===== config.mk =====
export PLATFORM = sky130hd
export DESIGN_NAME = ndn_forwarder_top
export DESIGN_NICKNAME = d
export VERILOG_FILES = /design/src/design/ndn_pkg.sv /design/src/design/name_hash.sv /design/src/design/fib_table.sv /design/src/design/pit_hash_table.sv /design/src/design/ndn_forwarder_top.sv
export SDC_FILE = /design/constraint.sdc
export NUM_CORES = 2
export LEC_CHECK = 0
export ABC_AREA = 1
export BUFFER_PORTS_ARGS = -buffer_cell sky130_fd_sc_hd__buf_2
export CAP_MARGIN = 25
export CORE_ASPECT_RATIO = 1.25
export CORE_MARGIN = 2
export CORE_UTILIZATION = 30
export CTS_BUF_LIST = sky130_fd_sc_hd__clkbuf_8 sky130_fd_sc_hd__clkbuf_16
export DETAILED_ROUTE_END_ITERATION = 10
export PLACE_DENSITY = 0.45
export REMOVE_ABC_BUFFERS = 1
export SYNTH_ARGS = -nofsm -noshare
export SYNTH_HDL_FRONTEND = slang
export SYNTH_SLANG_ARGS = --single-unit
export TNS_END_PERCENT = 30

===== constraint.sdc =====
create_clock -name clk -period 105.3 [get_ports clk]
set_clock_uncertainty 0.2 [all_clocks]
set_input_delay 5.265 -clock clk [delete_from_list [all_inputs] [get_ports clk]]
set_output_delay 5.265 -clock clk [all_outputs]
set_load 0.02 [all_outputs]

===== src/design/ndn_pkg.sv =====
package ndn_pkg;

	// Name as carried by interests and data packets
	typedef struct packed {
		logic [63:0] prefix;
		logic [5:0]  length;  // Name length in components
	} ndn_name_t;

	// Interest view of the metadata word
	typedef struct packed {
		logic [1:0] kind;
		logic [5:0] length;
	} pit_meta_interest_t;

	// Data view of the same word, bit 6 is the repeat flag here
	typedef struct packed {
		logic       forwarded;
		logic       again;
		logic [5:0] face;
	} pit_meta_data_t;

	typedef union packed {
		pit_meta_interest_t interest;
		pit_meta_data_t     data;
	} pit_meta_u;

	localparam logic [1:0] KIND_INTEREST = 2'b01;

	// One FIB route
	typedef struct packed {
		logic [63:0] prefix;
		logic [6:0]  match_len;  // Leading bits compared, 0 to 64
		logic [5:0]  face;
	} route_t;

	// PIT slot contents
	typedef struct packed {
		logic       valid;
		logic       data_seen;
		logic [9:0] addr;       // Content buffer row
	} pit_entry_t;

	// What the PIT reports on result_valid
	typedef struct packed {
		logic       data_seen;
		logic [9:0] addr;
		pit_meta_u  meta;
	} pit_result_t;

endpackage


===== src/design/name_hash.sv =====
`timescale 1ns/100ps

module name_hash (
	input  logic        clk,
	input  logic        rst,
	input  logic [63:0] pre_hash,
	output logic [5:0]  slot
);

	logic [5:0] fold;

	// XOR of the ten 6-bit slices plus the top nibble
	always_comb begin
		fold = {2'b00, pre_hash[63:60]};
		for (int i = 0; i < 10; i++) begin
			fold = fold ^ pre_hash[i*6 +: 6];
		end
	end

	always_ff @(posedge clk or posedge rst) begin
		if (rst) begin
			slot <= '0;
		end else begin
			slot <= fold;  // Ready one edge after pre_hash
		end
	end

endmodule


===== src/design/fib_table.sv =====
`timescale 1ns/100ps

module fib_table import ndn_pkg::*; #(
	parameter int FIB_ENTRIES = 8
) (
	input  logic                           clk,
	input  logic                           rst,
	input  logic                           route_wr,
	input  logic [$clog2(FIB_ENTRIES)-1:0] route_index,
	input  route_t                         route,
	input  logic                           data_strobe,
	input  ndn_name_t                      data_name,
	input  logic                           data_again,
	output logic                           fib_strobe,
	output ndn_name_t                      fib_name,
	output pit_meta_u                      fib_meta,
	output logic                           fib_miss
);

	route_t           routes [FIB_ENTRIES];
	logic [FIB_ENTRIES-1:0] route_valid;
	logic [FIB_ENTRIES-1:0] hit;

	logic       best_hit;
	logic [6:0] best_len;
	logic [5:0] best_face;

	// Ones in the top len bits
	function automatic logic [63:0] lpm_mask(input logic [6:0] len);
		logic [6:0] sh;
		sh = 7'd64 - len;
		return ~64'd0 << sh;  // A shift of 64 leaves no ones
	endfunction

	// Compare the name against every route at once
	always_comb begin
		for (int i = 0; i < FIB_ENTRIES; i++) begin
			hit[i] = route_valid[i] &&
				(((data_name.prefix ^ routes[i].prefix) & lpm_mask(routes[i].match_len)) == '0);
		end
	end

	// Longest match wins, strict compare keeps the lowest index on a tie
	always_comb begin
		best_hit  = 1'b0;
		best_len  = '0;
		best_face = '0;
		for (int i = 0; i < FIB_ENTRIES; i++) begin
			if (hit[i] && (!best_hit || routes[i].match_len > best_len)) begin
				best_hit  = 1'b1;
				best_len  = routes[i].match_len;
				best_face = routes[i].face;
			end
		end
	end

	// Route table writes
	always_ff @(posedge clk or posedge rst) begin
		if (rst) begin
			route_valid <= '0;
			for (int i = 0; i < FIB_ENTRIES; i++) begin
				routes[i] <= '0;
			end
		end else if (route_wr) begin
			routes[route_index]      <= route;
			route_valid[route_index] <= 1'b1;
		end
	end

	// Forward or miss, one cycle after the strobe
	always_ff @(posedge clk or posedge rst) begin
		if (rst) begin
			fib_strobe <= 1'b0;
			fib_miss   <= 1'b0;
		end else begin
			fib_strobe <= data_strobe && best_hit;
			fib_miss   <= data_strobe && !best_hit;
		end
	end

	always_ff @(posedge clk) begin
		if (data_strobe && best_hit) begin
			fib_name                <= data_name;
			fib_meta.data.forwarded <= 1'b1;
			fib_meta.data.again     <= data_again;
			fib_meta.data.face      <= best_face;
		end
	end

endmodule


===== src/design/pit_hash_table.sv =====
`timescale 1ns/100ps

module pit_hash_table import ndn_pkg::*; #(
	parameter int BLOCK_SIZE = 1
) (
	input  logic        clk,
	input  logic        rst,
	input  logic        interest_strobe,
	input  ndn_name_t   interest_name,
	input  logic        fib_strobe,
	input  ndn_name_t   fib_name,
	input  pit_meta_u   fib_meta,
	input  logic [5:0]  slot,
	output logic [63:0] pre_hash,
	output logic        pit_ready,
	output pit_result_t result,
	output logic        result_valid,
	output logic        rejected,
	output logic        repeat_data
);

	typedef enum logic [1:0] {
		idle,
		hash_wait,
		lookup
	} pit_state_t;

	pit_state_t  state;
	pit_entry_t  pit_mem [64];
	pit_entry_t  cur_entry;
	pit_result_t lookup_result;
	pit_meta_u   req_meta;
	logic        req_is_data;  // Request came from the FIB
	logic [9:0]  addr_cnt;

	assign pit_ready = (state == idle);
	assign cur_entry = pit_mem[slot];

	// Entry reported at the end of a lookup
	always_comb begin
		lookup_result.meta = req_meta;
		if (cur_entry.valid) begin
			lookup_result.data_seen = cur_entry.data_seen | req_is_data;
			lookup_result.addr      = cur_entry.addr;
		end else begin
			lookup_result.data_seen = 1'b0;
			lookup_result.addr      = addr_cnt;  // Fresh row for a new interest
		end
	end

	always_ff @(posedge clk or posedge rst) begin
		if (rst) begin
			state        <= idle;
			req_is_data  <= 1'b0;
			addr_cnt     <= '0;
			result_valid <= 1'b0;
			rejected     <= 1'b0;
			repeat_data  <= 1'b0;
			for (int i = 0; i < 64; i++) begin
				pit_mem[i] <= '0;
			end
		end else begin
			result_valid <= 1'b0;
			rejected     <= 1'b0;
			repeat_data  <= 1'b0;
			case (state)
				idle: begin
					// Data wins over a simultaneous interest
					if (fib_strobe) begin
						req_is_data <= 1'b1;
						state       <= hash_wait;
					end else if (interest_strobe) begin
						req_is_data <= 1'b0;
						state       <= hash_wait;
					end
				end
				hash_wait: state <= lookup;  // name_hash registers slot here
				lookup: begin
					state <= idle;
					if (cur_entry.valid) begin
						result_valid <= 1'b1;
						if (req_is_data) begin
							repeat_data <= req_meta.data.again && cur_entry.data_seen;
							pit_mem[slot].data_seen <= 1'b1;
						end
					end else if (req_is_data) begin
						rejected <= 1'b1;  // Nobody asked for this data
					end else begin
						result_valid           <= 1'b1;
						pit_mem[slot].valid     <= 1'b1;
						pit_mem[slot].data_seen <= 1'b0;
						pit_mem[slot].addr      <= addr_cnt;
						addr_cnt               <= addr_cnt + 10'(BLOCK_SIZE);
					end
				end
				default: state <= idle;
			endcase
		end
	end

	// Request payload and reported entry
	always_ff @(posedge clk) begin
		if (state == idle) begin
			if (fib_strobe) begin
				pre_hash <= fib_name.prefix;
				req_meta <= fib_meta;
			end else if (interest_strobe) begin
				pre_hash                <= interest_name.prefix;
				req_meta.interest.kind   <= KIND_INTEREST;
				req_meta.interest.length <= interest_name.length;
			end
		end
		if (state == lookup) begin
			result <= lookup_result;
		end
	end

endmodule


===== src/design/ndn_forwarder_top.sv =====
`timescale 1ns/100ps

module ndn_forwarder_top import ndn_pkg::*; #(
	parameter int BLOCK_SIZE  = 1,
	parameter int FIB_ENTRIES = 8
) (
	input  logic                           clk,
	input  logic                           rst,
	input  logic                           interest_strobe,
	input  ndn_name_t                      interest_name,
	input  logic                           route_wr,
	input  logic [$clog2(FIB_ENTRIES)-1:0] route_index,
	input  route_t                         route,
	input  logic                           data_strobe,
	input  ndn_name_t                      data_name,
	input  logic                           data_again,
	output logic                           pit_ready,
	output pit_result_t                    result,
	output logic                           result_valid,
	output logic                           rejected,
	output logic                           repeat_data,
	output logic                           fib_miss
);

	logic        fib_strobe;
	ndn_name_t   fib_name;
	pit_meta_u   fib_meta;
	logic [63:0] pre_hash;
	logic [5:0]  slot;

	// Data from the network goes through the FIB first
	fib_table #(
		.FIB_ENTRIES(FIB_ENTRIES)
	) fib_table_inst (
		.clk        (clk),
		.rst        (rst),
		.route_wr   (route_wr),
		.route_index(route_index),
		.route      (route),
		.data_strobe(data_strobe),
		.data_name  (data_name),
		.data_again (data_again),
		.fib_strobe (fib_strobe),
		.fib_name   (fib_name),
		.fib_meta   (fib_meta),
		.fib_miss   (fib_miss)
	);

	pit_hash_table #(
		.BLOCK_SIZE(BLOCK_SIZE)
	) pit_hash_table_inst (
		.clk            (clk),
		.rst            (rst),
		.interest_strobe(interest_strobe),
		.interest_name  (interest_name),
		.fib_strobe     (fib_strobe),
		.fib_name       (fib_name),
		.fib_meta       (fib_meta),
		.slot           (slot),
		.pre_hash       (pre_hash),
		.pit_ready      (pit_ready),
		.result         (result),
		.result_valid   (result_valid),
		.rejected       (rejected),
		.repeat_data    (repeat_data)
	);

	name_hash name_hash_inst (
		.clk     (clk),
		.rst     (rst),
		.pre_hash(pre_hash),
		.slot    (slot)
	);

endmodule


==> out/results.ini <==
[outcome]
outcome = complete, no violations

[power_and_ir_drop]
power.clock.fraction_pct = 29.7
seqPwrFrac_pct = 35.8
pwr_density_cell_nw_per_um2 = 24.5
p_leak_uw = 0.0410
combinationalPowerShare_pct = 34.4
p_int_uw = 1290
switching_share_pct = 41.7
vdd_drop_max_mv = 0.0373
p_sw_uw = 920

[worst_setup_path]
cpMostUsedCell = nand2_1
critPathKind = primary input to register
timing.rr.start = fib_table_inst.routes[546]
crit_required_ps = 105700
slowest_stage = nor2_1
cp-start-kind = primary input
critPathLaunch = data_name[45]
cpPeakStageDelay_ps = 500
critPathTopFamily = simple AND/OR/NAND/NOR gates
cp.arrival_ps = 19900
end_kind = register
crit_fanout = 20
path_buf_inv = 7
r2r_slack_ps = 88090

[drt]
viasPerCell = 5.26
wl_per_cell_um = 27.4
ant_nets = 0
drt_iter0_drc = 6653
dr.pass1.iters = 6
route.final.wire_length_um = 352000
num_vias = 67600
drc = 0

[flow_run]
maxCapViolations = 0

[clock_network]
cts-buffers-inserted = 188
clock_sinks = 1578
cts_root_buf = clkbuf_16
cts_resized = 0
clk_pin_slew_worst_paths_ps = 60
htree_num_levels = 4
ctsHoldBuffers = 0
postCtsSetupRepairBufs = 0
cts_tree = built
cts.path.max_buffers = 4
clk_latency_ps = 920

[timing]
timing.fmax_ghz = 0.0513
tns_ps = 0
setup_viol = 0
worstMarginPinSlew_ps = 1160
rsz0062_at_grt = no
period_needed_ps = 19500
slew_viol_final = 0
min_period_over_period_pct = 18.5
hold_violations = 0
max-slew-margin-rel_pct = 22.6

[logic_synthesis]
synth.distinct_cells = 62
synth_area_per_cell_um2 = 8.65
synth_edf_count = 162
ys_seq_area_share_pct = 51.0
ys.flop_type = dfrtp_1
synth-async-reset-ratio_pct = 89.7
synth_area_um2 = 79000
ys.warnings.count = 0
ys_ff_latch = 1578
syn_inst = 9138

[finish]
layoutNonFillerInstCount = 12800
area_growth_pct = 14.0
finalNetCount = 9502
nFillCells = 27400
final_common_cell = nand2_1
drive_gt1_share_pct = 10.3
layout_common_cells = nand2_1, dfrtp_1, o21ai_0

[global_routing]
grtUsageTotal_pct = 25.7
grt-ovfl-total = 0
antenna_found_initial = 19
grt_pass1_wl_um = 496000
grt_max_degree = 179
grt_pass1_vias = 65800

[place]
dp_hpwl_um = 247000
io_buffers = 243
place_congestion = 0.981
dp.cells = 12500

[floorplanning]
core_area_um2 = 262000
die-area_um2 = 268000
start_util_pct = 30.2
pin_count = 250
dieWidth_um = 463
die_y_um = 578
fp-row-count = 210

[min_path]
min_path_type = register to register
hp-start = pit_hash_table_inst.req_meta[7]

synth_stat cells (5+ instances only):
library cell	n	area share (%)
a211oi_1	9	0.086
a21oi_1	51	0.32
a221oi_1	37	0.41
a22o_1	12	0.13
a22oi_1	35	0.33
and2_1	7	0.055
buf_1	95	0.45
buf_2	122	0.77
buf_4	19	0.18
buf_6	12	0.17
clkbuf_1	289	1.4
clkinv_1	56	0.27
dfrtp_1	1416	45
edfxtp_1	162	6.2
ha_1	85	1.3
inv_1	882	4.2
inv_2	20	0.095
mux2_2	70	1.0
nand2_1	2028	9.6
nand2_2	31	0.25
nand2_4	5	0.071
nand3_1	462	2.9
nand3_2	27	0.34
nand3b_1	9	0.086
nand4_1	174	1.4
nor2_1	420	2.0
nor2_2	18	0.14
nor2_4	6	0.086
nor3_1	44	0.28
nor3_2	29	0.37
o2111ai_1	14	0.16
o211ai_1	26	0.25
o21ai_0	1128	7.1
o21ai_1	40	0.25
o21ai_2	7	0.078
o22ai_1	595	4.7
o31ai_1	5	0.048
o41ai_1	53	0.59
or2_2	16	0.13
xnor2_1	149	1.7
xor2_1	438	4.9
worst register-to-register path, delay by kind of cell (launching register included):
kind                       cells  cell delay (ps)
and+or+nand+nor               48             8450
buffers and inverters         10             1590
AOI/OAI and AO/OA             23             3370
DFF                            1              480
adders and majority gates      9             2830
registers in the layout, summed over array words and instances (netlist names), 7 cells and up:
signal and count:
fib_table_inst.fib_meta 7, fib_table_inst.fib_name 64, fib_table_inst.route_valid 8, fib_table_inst.routes 616, pit_hash_table_inst.addr_cnt 10, pit_hash_table_inst.pit_mem 768, pit_hash_table_inst.pre_hash 64, pit_hash_table_inst.req_meta 8
pit_hash_table_inst.result 19
per-layer routing:
metal | up-vias | share of wire [%] | track usage [%]
met3 | 656 | 5.5 | 3.28
met2 | 2485 | 49 | 44.2
met1 | 33800 | 39 | 31.2
met5 | - | 0.032 | 0
li1 | 30600 | - | -
met4 | 16 | 6.5 | 14.3
power groups by stage:
stage / clock network [uW] / registers, uW / logic, uW
CTS: 670 / 791 / 755
global placement: 0 / 798 / 748
global route: 693 / 803 / 805
finish: 657 / 792 / 760
detailed placement: 0 / 801 / 753
floorplan: 0 / 791 / 393
cell type report:
class | count | area (um^2) | share of cell area [%]
flip-flops and latches | 1578 | 40300 | 44.8
clock buffers | 219 | 5160 | 5.74
diodes | 8 | 20.0 | 0.0222
clock inverters | 110 | 890 | 0.988
repair buffers | 401 | 2550 | 2.84
multi-input cells | 6064 | 33100 | 36.8
well taps | 3498 | 4380 | 4.86
inverters | 958 | 3610 | 4.01
worst paths after layout:
kind / end / cells after the start
setup reg to reg: fib_table_inst.fib_meta[0] / 90
setup / recovery: fib_table_inst.fib_meta[0] / 82
max in group asynchronous: pit_hash_table_inst.pit_mem[221] / 8
min in group asynchronous: fib_table_inst.fib_miss / 2
hold reg to reg: pit_hash_table_inst.result[7] / 0
hold / removal: pit_hash_table_inst.result[7] / 0
metrics by stage:
step	setup slack [ps]	util [%]	hold WS, ps	area (um^2)	power (uW)
global route	84510	34.4	185	90000	2300
global placement	84920	32.0	208	83800	1550
floorplan	59900	-	200	76700	1180
finish	85800	34.4	147	90000	2210
CTS	85890	34.3	149	89900	2220
detailed placement	85010	32.0	205	83800	1550
logic make-up after synthesis:
| kind of cell | share of synthesized area [%] |
|---|---|
| xor gates and xnor gates | 6.55 |
| buffers and inverters | 7.51 |
| muxes | 0.998 |
| AOI/OAI and AO/OA | 14.7 |
| DFF | 51.0 |
| and+or+nand+nor | 17.9 |
| adders and majority gates | 1.35 |
(Power assumes the default switching activity.)
